--- src/fzDecode_cfg.svh ---
/*
 * Fz decoder configuration.
 * Widths of the word, register selectors, immediate and commands,
 * and the decode latency.
 */
`ifndef FZ_DECODE_CFG_SVH
`define FZ_DECODE_CFG_SVH

// instruction word in
`define FZ_WORD_W 32

// decoded operation fields
`define FZ_REG_W 6
`define FZ_IMM_W 33
`define FZ_CMD_W 8

`define FZ_PIPE_DEPTH 3

`endif

--- src/fzDecodePkg.sv ---
/*
 * Fz decoder types.
 * Operation and form encodings, register numbers and the
 * structs handed from stage to stage.
 */
`default_nettype none
`include "fzDecode_cfg.svh"

package fzDecodePkg;

	typedef enum logic [5:0] {
		NM_INVOP  = 6'h00,
		NM_MOV_RM = 6'h02,
		NM_MOV_MR = 6'h03,
		NM_LEA_MR = 6'h04,
		NM_BRA    = 6'h08,
		NM_BSR    = 6'h09,
		NM_MOV_IR = 6'h0C,
		NM_ALU3   = 6'h10
	} nmidT;

	// operand forms
	typedef enum logic [4:0] {
		FM_INV        = 5'h00,
		FM_REGREG     = 5'h02,
		FM_REGIMMREG  = 5'h04,
		FM_LDDRREGREG = 5'h06,
		FM_PCDISP     = 5'h08,
		FM_IMM8REG    = 5'h0A,
		FM_IMM12Z     = 5'h0C,
		FM_IMM12N     = 5'h0D
	} fmidT;

	// operand order or immediate extension
	typedef enum logic [3:0] {
		ITY_SB = 4'h0,
		ITY_SW = 4'h1,
		ITY_UW = 4'h5,
		ITY_NB = 4'h8,
		ITY_NW = 4'h9
	} ityT;

	typedef enum logic [2:0] {
		BTY_SB = 3'd0, BTY_SW = 3'd1, BTY_SL = 3'd2, BTY_SQ = 3'd3,
		BTY_UB = 3'd4, BTY_UW = 3'd5, BTY_UL = 3'd6, BTY_UQ = 3'd7
	} btyT;

	typedef enum logic [1:0] {
		CC_AL = 2'd0,
		CC_CT = 2'd2,
		CC_CF = 2'd3
	} cctyT;

	typedef enum logic [5:0] {
		UX_ADD  = 6'h00,
		UX_SUB  = 6'h01,
		UX_AND  = 6'h05,
		UX_OR   = 6'h06,
		UX_XOR  = 6'h07,
		UX_LDIX = 6'h10
	} ucixT;

	typedef logic [`FZ_REG_W-1:0] regIdT;

	// special registers in the top of the selector space
	localparam regIdT GR_ZZR = 6'h3F;
	localparam regIdT GR_IMM = 6'h3E;
	localparam regIdT GR_DLR = 6'h3D;
	localparam regIdT GR_PC  = 6'h3C;
	localparam regIdT GR_GBR = 6'h3B;

	typedef struct packed {
		nmidT nmid;
		fmidT fmid;
		ityT  ity;
		btyT  bty;
		cctyT ccty;
		ucixT ucix;
	} opClassT;

	typedef struct packed {
		regIdT regNDfl;
		regIdT regMDfl;
		regIdT regODfl;
		regIdT regODf2;
		logic  rmIsR0;
		logic  rmIsR1;
	} regFieldsT;

	typedef struct packed {
		regIdT               regN;
		regIdT               regM;
		regIdT               regO;
		logic [`FZ_IMM_W-1:0] imm;
		logic [`FZ_CMD_W-1:0] uCmd;
		logic [`FZ_CMD_W-1:0] uIxt;
	} decodedOpT;

endpackage

`default_nettype wire

--- src/opClassify.sv ---
/*
 * Fz decode stage 1.
 * Matches the word against the F0, F2, F8, FA and FB encodings
 * and registers the operation class with the word.
 */
`timescale 1ns/10ps
`default_nettype none
`include "fzDecode_cfg.svh"

module opClassify import fzDecodePkg::*; (
	input  logic                  clock,
	input  logic                  arstN,
	input  logic                  inValid,
	input  logic [`FZ_WORD_W-1:0] inWord,
	output logic                  clsValid,
	output logic [`FZ_WORD_W-1:0] clsWord,
	output opClassT               cls
);

	logic [3:0] hiNib;
	logic [3:0] loNib;
	logic [3:0] aluSel;
	logic       exQ;
	opClassT    nextCls;

	function automatic logic isAluSel(input logic [3:0] sel);
		return sel inside {4'h0, 4'h1, 4'h5, 4'h6, 4'h7};
	endfunction

	function automatic ucixT aluOpOf(input logic [3:0] sel);
		case (sel)
			4'h1: return UX_SUB;
			4'h5: return UX_AND;
			4'h6: return UX_OR;
			4'h7: return UX_XOR;
			default: return UX_ADD;
		endcase
	endfunction

	assign hiNib = inWord[31:28];
	assign loNib = inWord[19:16];
	assign exQ   = inWord[27];
	// NB order takes its op from the Ro nibble
	assign aluSel = (loNib == 4'h9) ? inWord[23:20] : loNib;

	always_comb begin
		nextCls = '{nmid: NM_INVOP, fmid: FM_INV, ity: ITY_SB,
			bty: BTY_SB, ccty: CC_AL, ucix: UX_ADD};
		if (inWord[15:13] == 3'b111) begin
			casez (inWord[11:8])
				4'b0z00: begin
					if (hiNib == 4'h0 && loNib[3:2] == 2'b01) begin
						// Q turns a store into an address load
						nextCls.nmid = exQ ? NM_LEA_MR : NM_MOV_RM;
						nextCls.fmid = FM_LDDRREGREG;
						nextCls.bty  = btyT'({1'b0, loNib[1:0]});
					end else if (hiNib == 4'h0 && loNib[3:2] == 2'b11) begin
						nextCls.nmid = NM_MOV_MR;
						nextCls.fmid = FM_LDDRREGREG;
						if (!exQ)
							nextCls.bty = btyT'({1'b0, loNib[1:0]});
						else if (loNib == 4'hF)
							nextCls.bty = BTY_SL;
						else
							nextCls.bty = btyT'({1'b1, loNib[1:0]});
					end else if (hiNib == 4'h1 && isAluSel(aluSel)) begin
						nextCls.nmid = NM_ALU3;
						nextCls.fmid = FM_REGREG;
						nextCls.ity  = (loNib == 4'h9) ? ITY_NB : ITY_SB;
						nextCls.ucix = aluOpOf(aluSel);
					end else if (hiNib[3:2] == 2'b11) begin
						// 20-bit PC-relative branches
						nextCls.nmid = (hiNib == 4'hD) ? NM_BSR : NM_BRA;
						nextCls.fmid = FM_PCDISP;
						nextCls.ity  = ITY_SW;
						nextCls.bty  = BTY_SW;
						if (hiNib == 4'hE)
							nextCls.ccty = CC_CT;
						else if (hiNib == 4'hF)
							nextCls.ccty = CC_CF;
					end
				end
				4'b0z10: begin
					if (isAluSel(hiNib)) begin
						nextCls.nmid = NM_ALU3;
						nextCls.fmid = FM_REGIMMREG;
						nextCls.ity  = (hiNib == 4'h1) ? ITY_NW : ITY_UW;
						nextCls.ucix = (hiNib == 4'h1) ? UX_ADD : aluOpOf(hiNib);
					end
				end
				4'b100z: begin
					case (inWord[7:5])
						3'b000, 3'b001: begin
							nextCls.nmid = NM_MOV_IR;
							nextCls.fmid = FM_IMM8REG;
							nextCls.ity  = inWord[5] ? ITY_NW : ITY_UW;
							nextCls.ucix = UX_LDIX;
						end
						3'b010: begin
							nextCls.nmid = NM_ALU3;
							nextCls.fmid = FM_IMM8REG;
							nextCls.ucix = UX_ADD;
						end
						default: ;
					endcase
				end
				4'b101z: begin
					nextCls.nmid = NM_MOV_IR;
					nextCls.fmid = inWord[8] ? FM_IMM12N : FM_IMM12Z;
					nextCls.ucix = UX_LDIX;
				end
				default: ;
			endcase
		end
	end

	always_ff @(posedge clock or negedge arstN) begin
		if (!arstN)
			clsValid <= 1'b0;
		else
			clsValid <= inValid;
	end

	always_ff @(posedge clock) begin
		clsWord <= inWord;
		cls     <= nextCls;
	end

	clsValidKnown: assert property (@(posedge clock) disable iff (!arstN)
		!$isunknown(clsValid));

endmodule

`default_nettype wire

--- src/fieldExtract.sv ---
/*
 * Fz decode stage 2.
 * Builds the default register selectors and the R0/R1 base
 * flags from the word, carrying the class along.
 */
`timescale 1ns/10ps
`default_nettype none
`include "fzDecode_cfg.svh"

module fieldExtract import fzDecodePkg::*; (
	input  logic                  clock,
	input  logic                  arstN,
	input  logic                  clsValid,
	input  logic [`FZ_WORD_W-1:0] clsWord,
	input  opClassT               cls,
	output logic                  fldValid,
	output logic [`FZ_WORD_W-1:0] fldWord,
	output opClassT               fldCls,
	output regFieldsT             fld
);

	regFieldsT nextFld;

	// low nibbles of 0/1 and 15 map into the special space unless extended
	function automatic regIdT dflReg(input logic [3:0] nib, input logic ext);
		logic special;
		special = (nib[3:1] == 3'b000) || (nib == 4'hF);
		return {special & ~ext, ext, nib};
	endfunction

	always_comb begin
		nextFld.regNDfl = dflReg(clsWord[7:4], clsWord[26]);
		nextFld.regMDfl = dflReg(clsWord[3:0], clsWord[25]);
		nextFld.regODfl = dflReg(clsWord[23:20], clsWord[24]);
		nextFld.regODf2 = dflReg(clsWord[3:0], clsWord[4]);
		nextFld.rmIsR0  = (nextFld.regMDfl[4:1] == 4'b0000) && !nextFld.regMDfl[0];
		nextFld.rmIsR1  = (nextFld.regMDfl[4:1] == 4'b0000) && nextFld.regMDfl[0];
	end

	always_ff @(posedge clock or negedge arstN) begin
		if (!arstN)
			fldValid <= 1'b0;
		else
			fldValid <= clsValid;
	end

	always_ff @(posedge clock) begin
		fldWord <= clsWord;
		fldCls  <= cls;
		fld     <= nextFld;
	end

endmodule

`default_nettype wire

--- src/operandSelect.sv ---
/*
 * Fz decode stage 3.
 * Picks registers and builds the immediate per operand form,
 * then forms the micro-command and extended command.
 */
`timescale 1ns/10ps
`default_nettype none
`include "fzDecode_cfg.svh"

module operandSelect import fzDecodePkg::*; (
	input  logic                  clock,
	input  logic                  arstN,
	input  logic                  fldValid,
	input  logic [`FZ_WORD_W-1:0] fldWord,
	input  opClassT               fldCls,
	input  regFieldsT             fld,
	output logic                  outValid,
	output decodedOpT             outOp
);

	decodedOpT nextOp;

	always_comb begin
		nextOp.regN = GR_ZZR;
		nextOp.regM = GR_ZZR;
		nextOp.regO = GR_ZZR;
		nextOp.imm  = '0;
		nextOp.uCmd = {fldCls.ccty, fldCls.nmid};
		nextOp.uIxt = {fldCls.ccty, fldCls.ucix};
		case (fldCls.fmid)
			FM_REGREG: begin
				nextOp.regN = fld.regNDfl;
				if (fldCls.ity == ITY_NB) begin
					nextOp.regM = fld.regNDfl;
					nextOp.regO = fld.regMDfl;
				end else begin
					nextOp.regM = fld.regMDfl;
					nextOp.regO = fld.regODfl;
				end
				nextOp.imm = {28'h0, fldWord[4:0]};
			end
			FM_REGIMMREG: begin
				nextOp.regN = fld.regNDfl;
				nextOp.regM = fld.regMDfl;
				nextOp.regO = GR_IMM;
				nextOp.imm  = {{24{fldCls.ity == ITY_NW}}, fldWord[24:16]};
			end
			FM_LDDRREGREG: begin
				nextOp.regN = fld.regNDfl;
				nextOp.regM = fld.regMDfl;
				nextOp.regO = fld.regODfl;
				nextOp.uIxt = {fldCls.ccty, fldCls.bty[1:0], 1'b1, fldCls.bty};
				// R0 and R1 as base mean PC and GBR
				if (fld.rmIsR0 || fld.rmIsR1) begin
					nextOp.regM = fld.rmIsR1 ? GR_GBR : GR_PC;
					nextOp.uIxt = {fldCls.ccty, fldCls.bty[1:0], 1'b1,
						fldCls.bty[2], 2'b00};
				end
			end
			FM_PCDISP: begin
				nextOp.regN = GR_DLR;
				nextOp.regM = GR_PC;
				nextOp.regO = GR_IMM;
				nextOp.imm  = {{13{fldWord[7]}}, fldWord[7:0], fldWord[27:16]};
				nextOp.uIxt = {fldCls.ccty, fldCls.bty[1:0], 1'b1, fldCls.bty};
			end
			FM_IMM8REG: begin
				if (fldCls.ity == ITY_SB) begin
					nextOp.regN = fld.regODf2;
					nextOp.regM = fld.regODf2;
					nextOp.regO = GR_IMM;
					nextOp.imm  = {{17{fldWord[31]}}, fldWord[31:16]};
				end else begin
					nextOp.regN = fld.regODf2;
					nextOp.regM = GR_IMM;
					nextOp.regO = fld.regODf2;
					nextOp.imm  = {{17{fldCls.ity == ITY_NW}}, fldWord[31:16]};
				end
			end
			FM_IMM12Z, FM_IMM12N: begin
				nextOp.regN = GR_DLR;
				nextOp.regM = GR_DLR;
				nextOp.regO = GR_IMM;
				nextOp.imm  = {{9{fldCls.fmid == FM_IMM12N}}, fldWord[7:0], fldWord[31:16]};
			end
			default: begin
				nextOp.uCmd = {CC_AL, NM_INVOP};
				nextOp.uIxt = '0;
			end
		endcase
	end

	always_ff @(posedge clock or negedge arstN) begin
		if (!arstN)
			outValid <= 1'b0;
		else
			outValid <= fldValid;
	end

	always_ff @(posedge clock) begin
		outOp <= nextOp;
	end

	// a decoded op always carries a real operand form
	formKept: assert property (@(posedge clock) disable iff (!arstN)
		fldValid && fldCls.nmid != NM_INVOP |-> fldCls.fmid inside {FM_REGREG,
			FM_REGIMMREG, FM_LDDRREGREG, FM_PCDISP, FM_IMM8REG, FM_IMM12Z, FM_IMM12N});

endmodule

`default_nettype wire

--- src/fzDecoder.sv ---
/*
 * Fz instruction decoder, three-stage pipeline.
 * One word in per cycle, decoded operation out three cycles later.
 */
`timescale 1ns/10ps
`default_nettype none
`include "fzDecode_cfg.svh"

module fzDecoder import fzDecodePkg::*; (
	input  logic                  clock,
	input  logic                  arstN,
	input  logic                  inValid,
	input  logic [`FZ_WORD_W-1:0] inWord,
	output logic                  outValid,
	output decodedOpT             outOp
);

	logic                  clsValid;
	logic [`FZ_WORD_W-1:0] clsWord;
	opClassT               cls;
	logic                  fldValid;
	logic [`FZ_WORD_W-1:0] fldWord;
	opClassT               fldCls;
	regFieldsT             fld;

	opClassify uClassify (
		.clock(clock),
		.arstN(arstN),
		.inValid(inValid),
		.inWord(inWord),
		.clsValid(clsValid),
		.clsWord(clsWord),
		.cls(cls)
	);

	fieldExtract uFields (
		.clock(clock),
		.arstN(arstN),
		.clsValid(clsValid),
		.clsWord(clsWord),
		.cls(cls),
		.fldValid(fldValid),
		.fldWord(fldWord),
		.fldCls(fldCls),
		.fld(fld)
	);

	operandSelect uSelect (
		.clock(clock),
		.arstN(arstN),
		.fldValid(fldValid),
		.fldWord(fldWord),
		.fldCls(fldCls),
		.fld(fld),
		.outValid(outValid),
		.outOp(outOp)
	);

endmodule

`default_nettype wire

--- config.mk ---
export PLATFORM = sky130hd
export DESIGN_NAME = fzDecoder
export DESIGN_NICKNAME = d
export VERILOG_FILES = /design/src/fzDecodePkg.sv /design/src/opClassify.sv /design/src/fieldExtract.sv /design/src/operandSelect.sv /design/src/fzDecoder.sv
export VERILOG_INCLUDE_DIRS = /design/src
export SDC_FILE = /design/constraint.sdc
export NUM_CORES = 1
export LEC_CHECK = 0
export BUFFER_PORTS_ARGS = -buffer_cell sky130_fd_sc_hd__buf_2
export CAP_MARGIN = 10
export CORE_AREA = 5 5 107 210
export CTS_BUF_LIST = sky130_fd_sc_hd__clkbuf_4 sky130_fd_sc_hd__clkbuf_8
export DETAILED_ROUTE_END_ITERATION = 10
export DIE_AREA = 0 0 112 215
export GPL_TIMING_DRIVEN = 0
export PLACE_DENSITY = 0.53
export SETUP_SLACK_MARGIN = 0.15
export SYNTH_ARGS = -nofsm -noshare
export SYNTH_HDL_FRONTEND = slang
export SYNTH_SLANG_ARGS = --single-unit
export TNS_END_PERCENT = 10
--- constraint.sdc ---
create_clock -name clock -period 2.1 [get_ports clock]
set_input_delay 0.315 -clock clock [delete_from_list [all_inputs] [get_ports clock]]
set_output_delay 0.315 -clock clock [all_outputs]
set_load 0.1 [all_outputs]
==> results of run 1 <==
-- worst min-delay path by stage --
stage               depth (start not counted)               endpoint        from  slack [ns]
floorplan                                   0     uClassify.clsValid       arstN        0.02
global placement                            1     uClassify.clsValid       arstN        0.11
detailed placement                          1       uFields.fldValid       arstN        0.11
CTS                                         1  uClassify.clsWord[21]  inWord[21]      0.0006
global route                                1  uClassify.clsWord[19]  inWord[19]        0.03
finish                                      1  uClassify.clsWord[27]  inWord[27]        0.06
-- synthesized netlist by cell type (all sizes together), types with 2 or more instances --
library cell    n
o21a            3
or3             3
and3            3
and2           18
buf            23
o22a            2
inv             7
o22ai           7
a211o           2
nor2b           7
nand4           5
dfxtp         154
nand3b          4
nand3          24
nor3b           2
a221o           4
clkbuf          7
o2111ai         2
mux2            2
a31oi           7
or3b            4
a21o            5
a32oi           2
nor4b           6
a22o            9
o221ai          3
o21bai          2
a32o            2
or2             2
a22oi           6
dfrtp           3
nand2          32
a21oi          18
nor3           12
and4b           2
o21ai          15
nand2b         14
nor2           28
o211a           2
-- layout make-up --
cell class	count	area, um2
multi-input cells	275	1730
fillers	2122	14200
clock inverters	15	181
clock buffers	17	234
plain buffers	30	173
well taps	269	337
flip-flops and latches	157	3160
repair buffers	122	721
inverters	7	26.3
-- worst max-delay path: cells and delay by family --
kind / cells / cell delay, ns
compound gates: 1 / 0.27
buf+inv: 3 / 0.85
simple gates: 2 / 0.77
-- flip-flops by register name, indices dropped and copies added (netlist names) --
| signal | cells |
|---|---|
| uSelect.outOp | 58 |
| uFields.fldCls | 21 |
| uClassify.clsValid | 1 |
| uSelect.outValid | 1 |
| uClassify.clsWord | 24 |
| uClassify.cls | 21 |
| uFields.fld | 6 |
| uFields.fldValid | 1 |
| uFields.fldWord | 24 |
-- logic make-up (layout without fill, tap and decap cells) --
group	Yosys count	count (layout)	share of synthesized area, %
flip-flops	157	157	62.4
AND/OR/NAND/NOR	170	170	18.8
AO/OA/AOI/OAI	102	102	14.4
other	1	1	0.0740
multiplexers	2	2	0.445
buffers and inverters	37	191	3.90
-- power groups by stage --
stage / Clock (mW) / Combinational (mW) / Sequential (mW)
after global placement: 0 / 0.241 / 3.16
final: 2.24 / 0.276 / 3.09
after detailed placement: 0 / 0.240 / 3.16
after global routing: 2.44 / 0.298 / 3.10
after floorplan: 0 / 0.0968 / 3.20
after CTS: 2.32 / 0.271 / 3.09
-- timing repair --
action | in CTS | in global routing
endpoints found under the hold margin | 23 | 1
gates resized for setup | 0 | 5
setup endpoints to repair | 0 | 8
hold buffers | 21 | 1
-- metal layers --
metal | GRT usage [%] | up-vias | wire length [um]
li1 | - | 1942 | -
met1 | 14.2 | 1778 | 5990
met2 | 16.8 | 164 | 6200
met3 | 3.63 | 25 | 876
met4 | 4.09 | 0 | 233
met5 | 0 | - | 0
-- metrics by stage --
stage | hold slack (ns) | cells | total power [mW] | utilization, %
after detailed placement | 0.110 | 838 | 3.40 | 28.5
after CTS | 0.000637 | 891 | 5.69 | 31.5
after floorplan | 0.0194 | 469 | 3.29 | -
after global placement | 0.109 | 838 | 3.40 | 28.5
final | 0.0598 | 892 | 5.60 | 31.6
after global routing | 0.0277 | 892 | 5.83 | 31.6
==> flow_summary.toml, run 1 <==
[power]
p_sw_mw = 1.54
irDropWorstVdd_mv = 0.739
pwr-share-seq_pct = 55.1
cellPowerDensity_nw_per_um2 = 854
intPower_mw = 4.07
pwr-share-clk_pct = 40.0
pwr-share-comb_pct = 4.9
swShare_pct = 27.4
p_leak_nw = 2.77

[die]
core_um2 = 20700
die_w_um = 112
io_pins = 103
die_h_um = 215
die_area_um2 = 24100
rows = 75
start_util_pct = 24.4

[timing]
rsz0062_at_grt = "true"
min_period_ns = 1.87
setup_viol_count_final = 0
finalHoldViolCount = 0
slew_violations = 0
skew_ns = 0.0168
setup_ws_ns = 0.234
worstMarginPinSlew_ns = 0.712
maxClockFrequency_mhz = 536
period_share_pct = 88.9
tns_ns = 0
relSlewSlack_pct = 52.1

[drt]
drtIter0Drc = 240
detailroute.via_count = 3909
final_antenna_net_count = 0
vias_per_cell = 4.38
routed_wirelength_um = 13300
first_pass_iters = 6
wl_per_cell_um = 14.9
route.detailed.drc = 0

[cells_and_area]
syn_to_final_growth_pct = 29.5
drive_above_1_share_pct = 27.6
final_cell_mix = "dfxtp_1, buf_2, nand2_1, nor2_1, nand3_1"
diodes = 0
layout_commonest_cell = "dfxtp_1"
fin_nets = 645
design_area_um2 = 6560

[synth]
synth.area.top_cells = "dfxtp_1, nand3_1, nand2_1"
synth_cell_types = 67
synth_top_area_share_pct = 60.9
synth-edff-count = 0
synthArstFlopShare_pct = 1.91
syn_inst = 469
syn-cell-area_um2 = 5060
synthFlopType = "dfxtp_1"
synth_nets = 504
yosysSeqAreaShare_pct = 62.4
avgSynthCellArea_um2 = 10.8
synth-seq-cells = 157
yosysTopAreaCell = "dfxtp_1"
synth_warnings = 0

[min_path]
hold_path_class = "input port to flop"

[global_route]
grt_pass1_wl_um = 20600
antenna_found_initial = 0
grt_max_degree = 20
gr-usage-all-layers_pct = 10.9
gr-total-overflow = 0
grt_pass1_vias = 3784

[critical_path]
path_cells = "dlygate4sd3_1, buf_2, buf_2, nor4_1, nand2_1, a311oi_1"
worstSetupStartpointType = "input port"
cp_slowest_stage_delay_ns = 0.62
cp_data_required_time_ns = 2.45
worstSetupPathType = "input port to flop"
cpMaxStageDelayCell = "nor4_1"
crit_top_cell = "buf_2"
rr_startpoint = "uFields.fldCls[15]"
cp-end-kind = "flop"
ff2ff_path_depth = 5
critPathArrivalTime_ns = 2.22
cp-startpoint = "inWord[30]"
r2r_end = "uSelect.outOp[53]"
r2r_slack_ns = 0.26
cp_max_fo = 10
cp-endpoint = "uClassify.cls[10]"

[place]
post-place-ws_ns = 0.180
dpl_cell_area_um2 = 5900
gp_congestion = 0.876
dp_hpwl_um = 9790
io_buffers = 100

[status]
outcome = "completed"

[clock_tree]
cts_tree = "done"
postCtsSetupRepairBufs = 0
cts.reportedPaths.clkPinSlew_ns = 0.09
cts-root-buf = "clkbuf_8"
clkSinkCount = 157
cts_buffers = 17
clock_latency_ns = 0.45
htree_levels = 4
clk_path_buf_depth = 2

[flow_run]
maxCapViolCount = 0
Power figures use the tool's default switching activity.
==> run 2: changes to the inputs <==
CORE_AREA = 5 5 114 224   (was 5 5 107 210)
DIE_AREA = 0 0 119 229   (was 0 0 112 215)
SYNTH_HIERARCHICAL = 1   (was not set)
==> run 2 against run 1 <==
Synthesized cell count is 4.9% higher. Setup slack worse by 0.038 ns. Clock-buffer cell count is 1 higher. Clock power is 3% lower. Power is 1.3% higher. Critical endpoint is now uSelect/outOp[4]. Largest cell class unchanged. Highest routed layer is now met5.
==> flow_summary.toml, run 2 <==
[status]
outcome = "completed"

[cells_and_area]
final_cell_mix = "dfxtp_1, buf_2, buf_4, nand2_1, clkbuf_8"
drive_above_1_share_pct = 32.6
syn_to_final_growth_pct = 27.3
biggestRegsByFlops = "uSelect/outOp x59, uFields/fldCls x26, uClassify/clsWord x24"
layout_commonest_cell = "dfxtp_1"
diodes = 0
largest_register_ffs = 59
fin_nets = 675
regMostFlops = "uSelect/outOp"

[clock_tree]
clk_path_buf_depth = 2
cts.reportedPaths.clkPinSlew_ns = 0.09
cts_tree = "done"
cts_buffers = 17
clkSinkCount = 163
htree_levels = 4
cts-root-buf = "clkbuf_8"
clock_latency_ns = 0.45

[power]
irDropWorstVdd_mv = 0.275
pwr-share-comb_pct = 5.1
swShare_pct = 24.8
pwr-share-seq_pct = 56.5
pwr-share-clk_pct = 38.4
cellPowerDensity_nw_per_um2 = 815
power_mw = 5.68
intPower_mw = 4.27
p_leak_nw = 2.94
p_sw_mw = 1.41

[critical_path]
worstSetupStartpointType = "flop"
cp-end-kind = "flop"
r2r_slack_ns = 0.20
r2r_end = "uSelect/outOp[4]"
worstSetupPathType = "flop to flop"
critPathArrivalTime_ns = 2.29
ff2ff_path_depth = 5
rr_startpoint = "uFields/fldCls[16]"
cp_max_fo = 10
cp_data_required_time_ns = 2.49

[min_path]
min_to = "uClassify/clsWord[22]"
min_path_cells = 1
min-delay-start = "inWord[22]"
hold_path_class = "input port to flop"

[drt]
first_pass_iters = 6
route.detailed.drc = 0
maxUsedRoutingLayer = "met5"
route.met3.wl_um = 929
drtIter0Drc = 231
final_antenna_net_count = 0
vias_per_cell = 4.29
routed_wirelength_um = 14300
drt-met1-wl_um = 6400
detailroute.via_count = 4028
wl_per_cell_um = 15.2
dr_wl_met2_um = 6630

[die]
core_um2 = 23600
rows = 80
die_w_um = 119
die_area_um2 = 27300
io_pins = 103
die_h_um = 229
start_util_pct = 23.2

[timing]
setup_viol_count_final = 0
finalHoldViolCount = 0
skew_ns = 0.0123
min_period_ns = 1.90
relSlewSlack_pct = 49.9
rsz0062_at_grt = "true"
worstMarginPinSlew_ns = 0.744
maxClockFrequency_mhz = 525
slew_violations = 0
period_share_pct = 90.7
tns_ns = 0

[global_route]
gr-usage-all-layers_pct = 10.7
grt_pass1_vias = 4035
gr-total-overflow = 0
grt_max_degree = 17
antenna_found_initial = 1
grt_pass1_wl_um = 22700

[synth]
syn_inst = 492
avgSynthCellArea_um2 = 11.1
synth_warnings = 6
syn-cell-area_um2 = 5470

[flow_run]
maxCapViolCount = 0

[place]
dp_hpwl_um = 10900
gp_congestion = 0.864
io_buffers = 101
==> run 2: stage by stage <==
| stage | cell area, um2 | worst slack [ns] | hold WS [ns] | util [%] | std cells |
|---|---|---|---|---|---|
| after floorplan | 5490 | 0.303 | 0.0194 | - | 496 |
| after global placement | 6350 | -0.196 | 0.107 | 26.9 | 884 |
| after detailed placement | 6350 | -0.133 | 0.113 | 26.9 | 884 |
| after CTS | 6900 | 0.122 | 0.00157 | 29.2 | 932 |
| after global routing | 6960 | 0.0817 | 0.00626 | 29.5 | 940 |
| final | 6960 | 0.196 | 0.0358 | 29.5 | 940 |
==> run 2: worst max path at each step <==
stage                       start           endpoint  slack, ns  cells after the start
4_1_cts        uFields/fldCls[15]   uSelect/outOp[4]       0.12                      5
6_report       uFields/fldCls[16]   uSelect/outOp[4]       0.20                      5
5_1_grt        uFields/fldCls[17]   uSelect/outOp[4]       0.08                      5
3_3_place_gp   uFields/fldCls[18]  uSelect/outOp[49]      -0.20                      6
2_1_floorplan   uSelect/outOp[47]          outOp[41]       0.30                      1
3_5_place_dp   uFields/fldCls[18]  uSelect/outOp[49]      -0.13                      6
==> run 2: worst max-delay path: stages, from the launching register on <==
cell      delay (ns)
dfxtp_1         0.37
clkbuf_8        0.19
clkbuf_1        0.42
nand2_1         0.11
a21oi_1         0.49
a22o_1          0.26
==> run 2: repair_timing <==
action                                  4_1_cts  5_1_grt
pin swaps                                     0        3
gates resized for setup                       2        0
hold endpoints to repair                     18        0
buffers inserted                              0        8
hold buffers                                 16        0
endpoints found under the setup margin       13       34
==> run 2: cell type report <==
class | count | area [um2]
Clock inverter | 14 | 143
Inverter | 13 | 48.8
Sequential cell | 163 | 3280
Fill cell | 2504 | 16700
Timing Repair Buffer | 125 | 726
Tap cell | 287 | 359
Clock buffer | 18 | 241
Buffer | 52 | 400
Multi-Input combinational cell | 268 | 1770
==> run 2: power groups by stage <==
stage	Clock, mW	Sequential (mW)	Combinational (mW)
after floorplan	0	3.30	0.135
after global placement	0	3.28	0.268
after detailed placement	0	3.28	0.268
after CTS	2.28	3.21	0.292
after global routing	2.42	3.22	0.318
final	2.18	3.21	0.292
==> run 2: routing by layer <==
| layer | up-vias | global-route usage, % |
|---|---|---|
| li1 | 2000 | - |
| met2 | 159 | 16.7 |
| met3 | 24 | 3.38 |
| met5 | - | 0 |
| met4 | 2 | 4.24 |
| met1 | 1843 | 13.6 |
==> run 3: changes to the inputs <==
CORE_AREA = 5 5 92 179   (was 5 5 114 224)
DIE_AREA = 0 0 97 184   (was 0 0 119 229)
PLACE_DENSITY = 0.7   (was 0.53)
==> run 3 against run 2 <==
Clock skew decreased by 0.0033 ns. Sequential power about the same. Via count increased by 0.65%. First-iteration DRC count decreased by 30%. Critical path type unchanged. Largest power group unchanged.
==> flow_summary.toml, run 3 (synthesis gave the netlist of run 2 again) <==
[cells_and_area]
fin_nets = 666
seq_area_um2 = 3280
diodes = 0
regMostFlops = "uSelect/outOp"
largest_register_ffs = 59
drive_above_1_share_pct = 32.0
multi_input_area_um2 = 1770
biggestRegsByFlops = "uSelect/outOp x59, uFields/fldCls x26, uClassify/clsWord x24"
design_area_um2 = 6810
fillers = 1421
syn_to_final_growth_pct = 24.5
final_cell_mix = "dfxtp_1, buf_2, nand2_1, buf_4, clkbuf_8"
layout_commonest_cell = "dfxtp_1"

[drt]
wl_per_cell_um = 16.1
first_pass_iters = 4
route.detailed.drc = 0
drtIter0Drc = 162
routed_wirelength_um = 13500
final_antenna_net_count = 0
vias_per_cell = 4.83
detailroute.via_count = 4054

[place]
io_buffers = 101
gp_congestion = 0.890
dp_hpwl_um = 10700
dpl_cell_area_um2 = 6240

[global_route]
antenna_found_initial = 0
gr-total-overflow = 0
grt_pass1_wl_um = 21700
grt_pass1_vias = 4242
grt_max_degree = 17
gr-usage-all-layers_pct = 15.7

[timing]
worstMarginPinSlew_ns = 0.651
setup_viol_count_final = 0
rsz0062_at_grt = "true"
slew_violations = 0
maxClockFrequency_mhz = 521
skew_ns = 0.00897
period_share_pct = 91.4
tns_ns = 0
relSlewSlack_pct = 56.6
min_period_ns = 1.92
finalHoldViolCount = 0

[power]
cellPowerDensity_nw_per_um2 = 848
irDropWorstVdd_mv = 0.462
p_leak_nw = 2.91

[die]
core_um2 = 14900
io_pins = 103
die_w_um = 97
die_h_um = 184
die_area_um2 = 17800
rows = 63
start_util_pct = 36.7

[status]
outcome = "completed"

[clock_tree]
cts_buffers = 17
cts-root-buf = "clkbuf_8"
htree_levels = 4
cts.reportedPaths.clkPinSlew_ns = 0.08
clock_latency_ns = 0.44
clk_path_buf_depth = 2
cts_tree = "done"
clkSinkCount = 163

[critical_path]
r2r_slack_ns = 0.18
critPathArrivalTime_ns = 2.30
cp-end-kind = "flop"
worstSetupStartpointType = "flop"
worstSetupPathType = "flop to flop"
cp_max_fo = 8
cp_data_required_time_ns = 2.48

[flow_run]
maxCapViolCount = 0

[min_path]
hold_path_class = "input port to flop"
## run 3: cell types whose count changed in the layout (fill, tap and decap cells not counted), moves of 2 or more
cell	delta
dlygate4sd3_1	-3
buf_4	-6
clkbuf_8	+3
clkinv_4	-2
## run 3: through the flow
stage               hold WS [ns]  setup WS (ns)  power [mW]  util [%]  std cells
finish                    0.0378          0.180        5.77      45.7        839
global route             0.00648          0.126        6.02      45.7        839
CTS                       0.0113          0.177        5.85      45.5        837
detailed placement         0.112          0.132        3.55      41.9        792
global placement           0.109          0.195        3.54      41.9        792
floorplan                 0.0194          0.303        3.43         -        496
## run 3: critical path: stages (launching register included)
cell	delay, ns
dfxtp_1	0.36
nor4b_4	0.62
nor4b_4	0.54
a22oi_1	0.19
nand3_1	0.15
## run 3: timing repair
action,in CTS,in global routing
endpoints found under the setup margin,0,26
gates resized for setup,0,4
hold buffers,13,0
setup buffers,0,2
endpoints found under the hold margin,15,0
## run 3: metal layers
layer  part of all wire (%)  up-vias  GRT usage (%)
met5                      0        -              0
met4                    5.2        0           10.2
li1                       -     1984              -
met1                     34     1879           14.1
met3                    4.9       44           3.99
met2                     56      147           30.5
## run 3: layout make-up
| cell class | instances | area share [%] |
|---|---|---|
| Buffer | 52 | 5.88 |
| Sequential cell | 163 | 48.1 |
| Inverter | 13 | 0.716 |
| Tap cell | 195 | 3.58 |
| Clock buffer | 20 | 4.04 |
| Multi-Input combinational cell | 268 | 26.0 |
| Timing Repair Buffer | 116 | 9.55 |
| Clock inverter | 12 | 2.09 |
## run 3: power by group
part,internal (mW),switching (mW)
registers,3.16,0.0453
logic,0.120,0.171
clock network,1.17,1.11
## run 3: worst paths after layout
| path | end | cells after the start | start |
|---|---|---|---|
| setup / recovery | uSelect/outOp[49] | 4 | uFields/fldCls[11] |
| setup reg to reg | uSelect/outOp[49] | 4 | uFields/fldCls[11] |
| min in group asynchronous | uClassify/clsValid | 2 | arstN |
| hold / removal | uClassify/clsWord[5] | 1 | inWord[5] |
| max in group asynchronous | uFields/fldValid | 2 | arstN |
| hold reg to reg | uFields/fldCls[2] | 0 | uClassify/cls[2] |
